## config.mk

```make
export PLATFORM = sky130hd
export DESIGN_NAME = r5p_exec_top
export DESIGN_NICKNAME = d
export VERILOG_FILES = /design/src/r5p_isa_pkg.sv /design/src/r5p_stream_pkg.sv /design/src/r5p_alu.sv /design/src/r5p_branch.sv /design/src/r5p_credit_fifo.sv /design/src/r5p_exec_top.sv /design/src/r5p_gpr.sv /design/src/r5p_writeback.sv
export VERILOG_INCLUDE_DIRS = /design/src
export SDC_FILE = /design/constraint.sdc
export NUM_CORES = 2
export LEC_CHECK = 0
export BUFFER_PORTS_ARGS = -buffer_cell sky130_fd_sc_hd__buf_2
export CAP_MARGIN = 10
export CORE_MARGIN = 2
export CORE_UTILIZATION = 45
export DETAILED_ROUTE_END_ITERATION = 16
export PLACE_DENSITY = 0.61
export SLEW_MARGIN = 25
export SYNTH_ARGS = -nofsm -noshare
export SYNTH_HDL_FRONTEND = slang
export SYNTH_SLANG_ARGS = --single-unit
```

## constraint.sdc

```tcl
create_clock -name clk -period 7.68 [get_ports clk]
set_input_delay 0.384 -clock clk [delete_from_list [all_inputs] [get_ports clk]]
set_output_delay 0.384 -clock clk [all_outputs]
set_load 0.005 [all_outputs]
```

## src/r5p_settings.svh

```systemverilog
/*
  Shared sizes for the execute slice. FIFO depths must be powers of two, at least 2.
  The register address width is fixed by the RV32I register count.
*/

`ifndef R5P_SETTINGS_SVH
`define R5P_SETTINGS_SVH

////////////////////////////////////////////////////////////////////////////
// Datapath
////////////////////////////////////////////////////////////////////////////

`define R5P_XLEN 32          // Data width
`define R5P_AW 5             // Register address width, x0..x31

////////////////////////////////////////////////////////////////////////////
// Flow control
////////////////////////////////////////////////////////////////////////////

// Input FIFO entries, also the credits the source starts with
`define R5P_IN_DEPTH 4
`define R5P_OUT_CREDITS 4    // Credits granted by the sink at reset
`define R5P_RES_DEPTH 2      // Result FIFO entries

`endif

```

## src/r5p_isa_pkg.sv

```systemverilog
/*
  Operation encoding of the execute slice. Bit 4 of the code marks a branch.
  Only register, immediate and branch operations are covered.
*/

package r5p_isa_pkg;

  // ALU operations in the low half of the code space
  typedef enum logic [4:0] {
    op_add  = 5'h00,
    op_sub  = 5'h01,
    op_and  = 5'h02,
    op_or   = 5'h03,
    op_xor  = 5'h04,
    op_slt  = 5'h05,
    op_sltu = 5'h06,
    op_sll  = 5'h07,
    op_srl  = 5'h08,
    op_sra  = 5'h09,
    // Branches, bit 4 set
    op_beq  = 5'h10,
    op_bne  = 5'h11,
    op_blt  = 5'h12,
    op_bge  = 5'h13,
    op_bltu = 5'h14,
    op_bgeu = 5'h15
  } r5p_op_t;

  // Branch class straight from the encoding
  function automatic logic r5p_is_branch(r5p_op_t op);
    return op[4];
  endfunction

  // Signed compare for blt and bge only
  function automatic logic r5p_is_signed(r5p_op_t op);
    return (op == op_blt) || (op == op_bge);
  endfunction

endpackage

```

## src/r5p_stream_pkg.sv

```systemverilog
/*
  Packet layouts for the instruction stream, the result stream and the
  writeback stage. Widths come from the settings header.
*/

`include "r5p_settings.svh"

package r5p_stream_pkg;

  import r5p_isa_pkg::*;

  // Decoded instruction as it enters the slice
  typedef struct packed {
    logic [7:0]           tag;      // Sequence tag, wraps at 256
    r5p_op_t              op;
    logic [`R5P_AW-1:0]   rd;
    logic [`R5P_AW-1:0]   rs1;
    logic [`R5P_AW-1:0]   rs2;
    logic                 use_imm;  // Immediate replaces rs2
    logic [`R5P_XLEN-1:0] imm;      // Already sign-extended
    logic [`R5P_XLEN-1:0] pc;
  } r5p_instr_t;

  // Result leaving the slice
  typedef struct packed {
    logic [7:0]           tag;
    logic [`R5P_AW-1:0]   rd;
    logic                 wen;      // ALU op with nonzero rd
    logic [`R5P_XLEN-1:0] data;     // Zero for branches
    logic                 taken;
    logic [`R5P_XLEN-1:0] target;
  } r5p_result_t;

  // Writeback stage contents
  typedef struct packed {
    logic [7:0]           tag;
    logic [`R5P_AW-1:0]   rd;
    r5p_op_t              op;
    logic [`R5P_XLEN-1:0] alu_result;
    logic                 taken;
    logic [`R5P_XLEN-1:0] target;
  } r5p_stage_t;

endpackage

```

## src/r5p_alu.sv

```systemverilog
/*
  Integer ALU, purely combinational. Branch codes give zero.
  Shift amount is the low five bits of opb.
*/

`timescale 1ns/1ps

`include "r5p_settings.svh"

module r5p_alu
  import r5p_isa_pkg::*;
(
  input  r5p_op_t              op,
  input  logic [`R5P_XLEN-1:0] rs1_val,
  input  logic [`R5P_XLEN-1:0] opb,      // rs2 value or immediate
  output logic [`R5P_XLEN-1:0] result
);

  localparam int unsigned XLEN = `R5P_XLEN;

  logic [4:0] shamt;
  logic       lt_s;     // Signed less-than
  logic       lt_u;     // Unsigned less-than

  assign shamt = opb[4:0];
  assign lt_s  = $signed(rs1_val) < $signed(opb);
  assign lt_u  = rs1_val < opb;

  always_comb begin
    case (op)
      op_add:  result = rs1_val + opb;
      op_sub:  result = rs1_val - opb;
      op_and:  result = rs1_val & opb;
      op_or:   result = rs1_val | opb;
      op_xor:  result = rs1_val ^ opb;
      // Compare results are 0 or 1
      op_slt:  result = {{(XLEN-1){1'b0}}, lt_s};
      op_sltu: result = {{(XLEN-1){1'b0}}, lt_u};
      // Shifts
      op_sll:  result = rs1_val << shamt;
      op_srl:  result = rs1_val >> shamt;
      op_sra:  result = $unsigned($signed(rs1_val) >>> shamt);  // Sign fill
      default: result = '0;              // Branches
    endcase
  end

endmodule

```

## src/r5p_branch.sv

```systemverilog
/*
  Branch comparator and target adder, combinational.
  Target is always pc + imm, even when not taken or for ALU codes.
*/

`timescale 1ns/1ps

`include "r5p_settings.svh"

module r5p_branch
  import r5p_isa_pkg::*;
(
  input  r5p_op_t              op,
  input  logic [`R5P_XLEN-1:0] rs1_val,
  input  logic [`R5P_XLEN-1:0] rs2_val,
  input  logic [`R5P_XLEN-1:0] pc,
  input  logic [`R5P_XLEN-1:0] imm,
  output logic                 taken,
  output logic [`R5P_XLEN-1:0] target
);

  logic eq;
  logic lt;

  assign eq = (rs1_val == rs2_val);

  // One comparator, signedness picked by op
  assign lt = r5p_is_signed(op) ? ($signed(rs1_val) < $signed(rs2_val))
                                : (rs1_val < rs2_val);

  always_comb begin
    case (op)
      op_beq:           taken = eq;
      op_bne:           taken = ~eq;
      op_blt, op_bltu:  taken = lt;
      op_bge, op_bgeu:  taken = ~lt;
      default:          taken = 1'b0;   // ALU ops never branch
    endcase
  end

  assign target = pc + imm;

endmodule

```

## src/r5p_credit_fifo.sv

```systemverilog
/*
  Synchronous FIFO with a combinational head. DEPTH must be a power of two, 2 or more.
  A push while full is dropped, so the writer must respect the returned credits.
*/

`timescale 1ns/1ps

module r5p_credit_fifo #(
  parameter type         T     = logic,
  parameter int unsigned DEPTH = 4
)(
  input  logic clk,
  input  logic rst_n,
  input  logic push,
  input  T     push_data,
  input  logic pop,
  output T     pop_data,
  output logic not_empty,
  output logic full,
  output logic credit      // One cycle per popped entry
);

  localparam int unsigned PW = $clog2(DEPTH);
  localparam logic [PW:0] FULL_CNT = DEPTH[PW:0];

  T            mem [DEPTH];
  logic [PW:0] wr_ptr;     // Extra bit tells full from empty
  logic [PW:0] rd_ptr;
  logic [PW:0] count;
  logic        do_push;
  logic        do_pop;

  assign count     = wr_ptr - rd_ptr;
  assign not_empty = (count != '0);
  assign full      = (count == FULL_CNT);
  assign do_push   = push & ~full;
  assign do_pop    = pop & not_empty;   // Pop on empty is ignored

  assign pop_data = mem[rd_ptr[PW-1:0]];  // Head, no read latency

  // Pointers and the credit pulse
  always_ff @(posedge clk) begin
    if (!rst_n) begin
      wr_ptr <= '0;
      rd_ptr <= '0;
      credit <= 1'b0;
    end else begin
      if (do_push) wr_ptr <= wr_ptr + 1'b1;
      if (do_pop)  rd_ptr <= rd_ptr + 1'b1;
      credit <= do_pop;                  // Registered, cycle after pop
    end
  end

  // Storage
  always_ff @(posedge clk) begin
    if (do_push) mem[wr_ptr[PW-1:0]] <= push_data;
  end

endmodule

```

## src/r5p_exec_top.sv

```systemverilog
/*
  Execute slice top. Both streams use credits, the source starts with R5P_IN_DEPTH.
  Latency from in_valid to out_valid is 3 cycles with no back-pressure.
*/

`timescale 1ns/1ps

`include "r5p_settings.svh"

module r5p_exec_top
  import r5p_stream_pkg::*;
(
  input  logic        clk,
  input  logic        rst_n,
  // Instruction stream
  input  logic        in_valid,
  input  r5p_instr_t  in_instr,
  output logic        in_credit,
  // Result stream
  output logic        out_valid,
  output r5p_result_t out_result,
  input  logic        out_credit
);

  r5p_instr_t           head;            // Input FIFO head, the issuing instruction
  logic                 head_valid;
  logic                 issue_ready;
  logic                 rs2_en;
  logic [`R5P_XLEN-1:0] rs1_raw;
  logic [`R5P_XLEN-1:0] rs2_raw;
  logic [`R5P_XLEN-1:0] rs1_fwd;
  logic [`R5P_XLEN-1:0] rs2_fwd;
  logic [`R5P_XLEN-1:0] alu_opb;
  logic [`R5P_XLEN-1:0] alu_result;
  logic                 br_taken;
  logic [`R5P_XLEN-1:0] br_target;
  logic                 wb_en;
  logic [`R5P_AW-1:0]   wb_rd;
  logic [`R5P_XLEN-1:0] wb_data;
  logic                 res_push;
  r5p_result_t          res_data;
  logic                 res_full;
  logic                 res_not_empty;
  logic                 out_ok;
  logic                 out_fire;

  assign rs2_en    = ~head.use_imm;
  assign alu_opb   = head.use_imm ? head.imm : rs2_fwd;
  assign out_fire  = res_not_empty & out_ok;   // Spends one sink credit
  assign out_valid = out_fire;

  ////////////////////////////////////////////////////////////////////////////
  // Input side
  ////////////////////////////////////////////////////////////////////////////

  r5p_credit_fifo #(
    .T     (r5p_instr_t),
    .DEPTH (`R5P_IN_DEPTH)
  ) u_in_fifo (
    .clk       (clk),
    .rst_n     (rst_n),
    .push      (in_valid),
    .push_data (in_instr),
    .pop       (issue_ready),     // Ignored while empty
    .pop_data  (head),
    .not_empty (head_valid),
    .full      (),                // Source credits bound the fill level
    .credit    (in_credit)
  );

  r5p_gpr u_gpr (
    .clk   (clk),
    .rst_n (rst_n),
    .e_rs1 (head_valid),
    .e_rs2 (rs2_en),
    .e_rd  (wb_en),
    .a_rs1 (head.rs1),
    .a_rs2 (head.rs2),
    .a_rd  (wb_rd),
    .d_rs1 (rs1_raw),
    .d_rs2 (rs2_raw),
    .d_rd  (wb_data)
  );

  ////////////////////////////////////////////////////////////////////////////
  // Execute units
  ////////////////////////////////////////////////////////////////////////////

  r5p_alu u_alu (
    .op      (head.op),
    .rs1_val (rs1_fwd),
    .opb     (alu_opb),
    .result  (alu_result)
  );

  r5p_branch u_branch (
    .op      (head.op),
    .rs1_val (rs1_fwd),
    .rs2_val (rs2_fwd),
    .pc      (head.pc),
    .imm     (head.imm),
    .taken   (br_taken),
    .target  (br_target)
  );

  ////////////////////////////////////////////////////////////////////////////
  // Writeback and output side
  ////////////////////////////////////////////////////////////////////////////

  r5p_writeback u_wb (
    .clk         (clk),
    .rst_n       (rst_n),
    .issue_valid (head_valid),
    .issue_instr (head),
    .issue_ready (issue_ready),
    .rs1_raw     (rs1_raw),
    .rs2_raw     (rs2_raw),
    .rs1_fwd     (rs1_fwd),
    .rs2_fwd     (rs2_fwd),
    .alu_result  (alu_result),
    .br_taken    (br_taken),
    .br_target   (br_target),
    .wb_en       (wb_en),
    .wb_rd       (wb_rd),
    .wb_data     (wb_data),
    .res_full    (res_full),
    .res_push    (res_push),
    .res_data    (res_data),
    .out_fire    (out_fire),
    .out_credit  (out_credit),
    .out_ok      (out_ok)
  );

  // Sink credits live in writeback, so no credit port here
  r5p_credit_fifo #(
    .T     (r5p_result_t),
    .DEPTH (`R5P_RES_DEPTH)
  ) u_res_fifo (
    .clk       (clk),
    .rst_n     (rst_n),
    .push      (res_push),
    .push_data (res_data),
    .pop       (out_fire),
    .pop_data  (out_result),
    .not_empty (res_not_empty),
    .full      (res_full),
    .credit    ()
  );

endmodule

```

## src/r5p_gpr.sv

```systemverilog
/*
  RV32I register file, inferred array only. x0 is not stored and reads zero.
  Reads are combinational, so a same-cycle write is seen only through the bypass.
*/

`timescale 1ns/1ps

`include "r5p_settings.svh"

module r5p_gpr (
  input  logic                 clk,
  input  logic                 rst_n,
  // Read and write enables
  input  logic                 e_rs1,
  input  logic                 e_rs2,
  input  logic                 e_rd,
  // Addresses
  input  logic [`R5P_AW-1:0]   a_rs1,
  input  logic [`R5P_AW-1:0]   a_rs2,
  input  logic [`R5P_AW-1:0]   a_rd,
  // Data
  output logic [`R5P_XLEN-1:0] d_rs1,
  output logic [`R5P_XLEN-1:0] d_rs2,
  input  logic [`R5P_XLEN-1:0] d_rd
);

  localparam int unsigned XLEN = `R5P_XLEN;
  localparam int unsigned NREG = 2**`R5P_AW;

  logic [XLEN-1:0] gpr [1:NREG-1];   // x1..x31
  logic            wen;

  // Writes to x0 vanish here
  assign wen = e_rd & |a_rd;

  ////////////////////////////////////////////////////////////////////////////
  // Write port
  ////////////////////////////////////////////////////////////////////////////

  always_ff @(posedge clk) begin
    if (!rst_n) begin
      for (int i = 1; i < NREG; i++) begin
        gpr[i] <= '0;                    // All registers read zero after reset
      end
    end else if (wen) begin
      gpr[a_rd] <= d_rd;
    end
  end

  ////////////////////////////////////////////////////////////////////////////
  // Read ports
  ////////////////////////////////////////////////////////////////////////////

  // Zero when disabled or addressing x0
  assign d_rs1 = (e_rs1 & |a_rs1) ? gpr[a_rs1] : '0;
  assign d_rs2 = (e_rs2 & |a_rs2) ? gpr[a_rs2] : '0;

endmodule

```

## src/r5p_writeback.sv

```systemverilog
/*
  Single stage register, rd write, bypass and output credit counter.
  Sink must never return more credits than R5P_OUT_CREDITS.
*/

`timescale 1ns/1ps

`include "r5p_settings.svh"

module r5p_writeback
  import r5p_isa_pkg::*;
  import r5p_stream_pkg::*;
(
  input  logic                 clk,
  input  logic                 rst_n,
  // Issue side
  input  logic                 issue_valid,
  input  r5p_instr_t           issue_instr,
  output logic                 issue_ready,
  // Raw register reads and their bypassed versions
  input  logic [`R5P_XLEN-1:0] rs1_raw,
  input  logic [`R5P_XLEN-1:0] rs2_raw,
  output logic [`R5P_XLEN-1:0] rs1_fwd,
  output logic [`R5P_XLEN-1:0] rs2_fwd,
  // Execution results
  input  logic [`R5P_XLEN-1:0] alu_result,
  input  logic                 br_taken,
  input  logic [`R5P_XLEN-1:0] br_target,
  // Register file write
  output logic                 wb_en,
  output logic [`R5P_AW-1:0]   wb_rd,
  output logic [`R5P_XLEN-1:0] wb_data,
  // Result FIFO and output credits
  input  logic                 res_full,
  output logic                 res_push,
  output r5p_result_t          res_data,
  input  logic                 out_fire,
  input  logic                 out_credit,
  output logic                 out_ok
);

  localparam int unsigned CW = $clog2(`R5P_OUT_CREDITS + 1);

  r5p_stage_t    stage;
  logic          stage_valid;
  logic          stage_wen;
  logic          fire;
  logic          issue;
  logic [CW-1:0] out_cnt;            // Credits held from the sink

  ////////////////////////////////////////////////////////////////////////////
  // Stage handshake
  ////////////////////////////////////////////////////////////////////////////

  assign fire        = stage_valid & ~res_full;
  assign issue_ready = ~stage_valid | fire;
  assign issue       = issue_valid & issue_ready;

  always_ff @(posedge clk) begin
    if (!rst_n) stage_valid <= 1'b0;
    else if (issue_ready) stage_valid <= issue_valid;   // Refill or drain
  end

  // Payload, no reset
  always_ff @(posedge clk) begin
    if (issue) begin
      stage.tag        <= issue_instr.tag;
      stage.rd         <= issue_instr.rd;
      stage.op         <= issue_instr.op;
      stage.alu_result <= alu_result;
      stage.taken      <= br_taken;
      stage.target     <= br_target;
    end
  end

  ////////////////////////////////////////////////////////////////////////////
  // Writeback and bypass
  ////////////////////////////////////////////////////////////////////////////

  assign stage_wen = ~r5p_is_branch(stage.op) & |stage.rd;
  assign wb_en     = fire & stage_wen;   // Same edge as the result push
  assign wb_rd     = stage.rd;
  assign wb_data   = stage.alu_result;

  // Value written this cycle wins over the stale register read
  assign rs1_fwd = (wb_en && issue_instr.rs1 == wb_rd) ? wb_data : rs1_raw;
  assign rs2_fwd = (wb_en && !issue_instr.use_imm && issue_instr.rs2 == wb_rd)
                   ? wb_data : rs2_raw;

  // Result packet
  assign res_push = fire;
  always_comb begin
    res_data.tag    = stage.tag;
    res_data.rd     = stage.rd;
    res_data.wen    = stage_wen;
    res_data.data   = r5p_is_branch(stage.op) ? '0 : stage.alu_result;
    res_data.taken  = stage.taken;
    res_data.target = stage.target;
  end

  ////////////////////////////////////////////////////////////////////////////
  // Output credits
  ////////////////////////////////////////////////////////////////////////////

  always_ff @(posedge clk) begin
    if (!rst_n) out_cnt <= CW'(`R5P_OUT_CREDITS);
    else out_cnt <= out_cnt + CW'(out_credit) - CW'(out_fire);
  end

  assign out_ok = (out_cnt != '0);

endmodule

```

==> flow_summary.toml <==
[sta]
period_minus_slack_ns = 7.33
unrepaired_setup_endpoints_after_global_routing = "false"
finalMaxSlewViolations = 0
fmax_mhz = 136
worst_pin_slew_ns = 1.12
timing.final.setup_violations = 0
fin_tns_setup_ns = 0
finalWorstSetupSlack_ns = 0.350
slew-limit-headroom_pct = 24.6
final.period_utilization_pct = 95.4
final_hold_violations = 0
final.setup_skew_ns = 0.0567

[setup_path]
rr_worst_depth = 24
cp-endpoint = "u_wb.wb_data[31]"
rrSetupSlack_ns = 0.35
critPathCaptureType = "flip-flop"
worst_setup_path_start_kind = "flip-flop"
crit_type = "reg2reg"
crit_required_ns = 8.29
largest_stage_delay_on_the_critical_path_ns = 0.93
crit_path_cell_trace = "mux4_4 -> buf_12 -> buf_12 -> buf_4 -> mux2i_1 -> mux2i_1 -> a22oi_1 -> a31oi_1 -> a211oi_2 -> inv_1 -> ha_1 -> or4_1 -> o211ai_1 -> a21oi_1 -> o211ai_1 -> nand3_1 -> a311o_1 -> a41oi_1 -> o31ai_1 -> nand3_1 -> nand2_1 -> a221o_1 -> o21ai_0 -> o2111ai_1"
cp_max_fo = 21
critical_path.n_buffers_inverters = 4
cp_top_family = "compound AO/OA/AOI/OAI gates"
crit_slowest_cell = "mux4_4"
worstReg2RegEnd = "u_wb.wb_data[31]"
critPathArrivalTime_ns = 7.94
critical_path_depth = 24

[synthesis]
synth_ff_type = "edfxtp_1"
synth_edf_count = 1633
ys_async_sr_fraction_pct = 0
yosysSeqAreaShare_pct = 54.6
yosys.cell_types.count = 97
yosys.area.top_type_share_pct = 54.2
synthTopCellsByArea = "edfxtp_1, mux4_2, and2_1"
synth-seq-cells = 1651
synthDominantAreaCellType = "edfxtp_1"
synthesis.instances = 7091
yosysWarnings = 0
synth.cell_area_um2 = 90500
avgSynthCellArea_um2 = 12.8

[clock_tree]
cts_root_buf = "clkbuf_16"
cts_tree = "built"
clk_pin_slew_worst_paths_ns = 0.07
cts.htree.levels = 4
numClockSinks = 1651
cts_made_buffers = 180
worstSkewPairLatency_ns = 0.89
cts-root-to-sink-buffers = 3

[drt]
drt_pass1_iterations = 8
dr_drc_count = 0
drt.antenna.violating_nets = 0
vias = 63700
drt-wirelength-per-cell_um = 32.0
routed-wl-met2_um = 146000
drt-initial-drc-count = 8952
dr.max_layer_used = "met5"
met1Wirelength_um = 131000
routed_wire_length_um = 323000
drt-vias-per-instance = 6.31
wl_met3_um = 31000

[layout]
finish.net_count = 7544
synth_to_layout_area_growth_pct = 13.0
fin_area_um2 = 102000
fillers = 17100
final-instance-count-excl-fill = 10100
post_route_cells_drive_above_1_share_pct = 19.0

[global_routing]
via_count_of_the_first_global_routing_pass = 62900
grt_max_degree = 117
antenna_found_initial = 34
wire_length_of_the_first_global_routing_pass_um = 456000
track_usage_pct = 31.0
grt_overflow = 0

[placement]
detailed_place_hpwl_um = 204000
gpl.final_weighted_congestion = 0.989
port_buffers = 177
post_dp_cell_area_um2 = 95200
dpl_worst_slack_ns = 0.377
dpl.cell_count = 9651

[floorplan]
dieArea_um2 = 205000
dieHeight_um = 453
core.rowCount = 164
die_outline_width_um = 453
pin_count = 178
core_region_area_um2 = 200000
initial_utilization_pct = 45.3

[flow_run]
cap_viol_max_count = 0

[status]
run_status = "completed"

[worst_hold_path]
worst_hold_path_type = "in2reg"
[placed cells by master (no fill, tap or decap), types with 177 or more instances in the layout]
cell	Yosys	final
and2_1	1024	1015
a21oi_1	194	194
edfxtp_1	1633	1633
nand2_1	552	552
nand3_1	303	302
o211ai_1	177	177
buf_4	26	271
mux4_2	346	340
mux2i_1	566	566
clkbuf_16	0	181
[layer usage]
layer,GRT usage [%],up-vias
met5,0,-
met4,13.5,6
met3,5.14,643
met2,47.4,3575
met1,43.6,32500
li1,-,27000
[metrics by stage]
step / hold WS [ns] / utilization [%]
3_5_place_dp: 0.430 / 47.6
3_3_place_gp: 0.424 / 47.6
4_1_cts: 0.0639 / 51.1
6_report: 0.0992 / 51.2
5_1_grt: 0.0939 / 51.2
2_1_floorplan: 0.421 / -
[Yosys cell counts, drive strengths merged, types with 62 or more instances]
| master | count |
|---|---|
| inv | 124 |
| a22oi | 87 |
| clkbuf | 388 |
| ha | 167 |
| mux2 | 214 |
| nor2b | 62 |
| o211ai | 178 |
| a21oi | 195 |
| nand3 | 307 |
| buf | 202 |
| mux2i | 567 |
| nand2 | 554 |
| mux4 | 346 |
| edfxtp | 1633 |
| and2 | 1025 |
| o21ai | 226 |
| nor2 | 206 |
| a31oi | 77 |
[how the worst min path moves through the flow]
stage | from | to | slack (ns) | depth (start not counted)
final | in_valid | u_in_fifo.wr_ptr[1] | 0.1 | 4
after global routing | in_valid | u_in_fifo.wr_ptr[1] | 0.09 | 4
after CTS | in_valid | u_in_fifo.wr_ptr[1] | 0.06 | 4
after detailed placement | u_wb.res_data[11] | u_res_fifo.mem[1][11] | 0.43 | 0
after global placement | u_wb.res_data[76] | u_res_fifo.mem[1][76] | 0.42 | 0
after floorplan | u_wb.res_data[0] | u_res_fifo.mem[0][0] | 0.42 | 0
[cell families after synthesis]
| family | count (synthesis) | synth area share, % |
|---|---|---|
| AOI/OAI and AO/OA | 1056 | 7.95 |
| xor gates and xnor gates | 71 | 0.687 |
| adders and majority gates | 171 | 2.39 |
| buffers and inverters | 715 | 3.47 |
| DFF | 1651 | 54.6 |
| muxes | 1127 | 17.6 |
| other | 1 | 0.00414 |
| and+or+nand+nor | 2299 | 13.4 |
[state kept, by name (all words and copies together) (netlist names), named ones only]
name	flops
u_res_fifo.wr_ptr	2
u_in_fifo.rd_ptr	3
u_wb.wb_data	32
u_wb.out_cnt	3
u_in_fifo.wr_ptr	3
u_gpr.gpr	1024
u_in_fifo.credit	1
u_wb.res_data	41
u_wb.stage	1
u_wb.stage_valid	1
u_res_fifo.rd_ptr	2
u_res_fifo.mem	158
u_in_fifo.mem	372
u_wb.wb_rd	5
[cell type report]
type	count	area, µm²	share of cell area [%]
antenna	18	45.0	0.0440
clock buffer	216	4660	4.55
clock inverter	116	1410	1.38
inverter	125	470	0.460
multi-input combinational	4756	38700	37.8
sequential	1651	49400	48.3
tap	2656	3320	3.25
timing repair buffer	563	4290	4.19
[worst register-to-register path, stage by stage (launching register included)]
cell,delay (ns)
dfxtp_4,0.48
mux4_4,0.93
buf_12,0.31
buf_12,0.19
buf_4,0.22
mux2i_1,0.17
mux2i_1,0.09
a22oi_1,0.38
a31oi_1,0.36
a211oi_2,0.49
inv_1,0.23
ha_1,0.27
or4_1,0.47
o211ai_1,0.18
a21oi_1,0.07
o211ai_1,0.25
nand3_1,0.24
a311o_1,0.39
a41oi_1,0.41
o31ai_1,0.16
nand3_1,0.11
nand2_1,0.10
a221o_1,0.35
o21ai_0,0.10
o2111ai_1,0.14
[timing repair]
item	CTS	global route
setup buffers	0	5
resized for setup	0	1
hold buffers	94	0
hold endpoints to repair	373	0
setup endpoints to repair	0	3
Power is not shown: default switching activity piles up to over one toggle a cycle in this logic, so the estimate is an artifact.
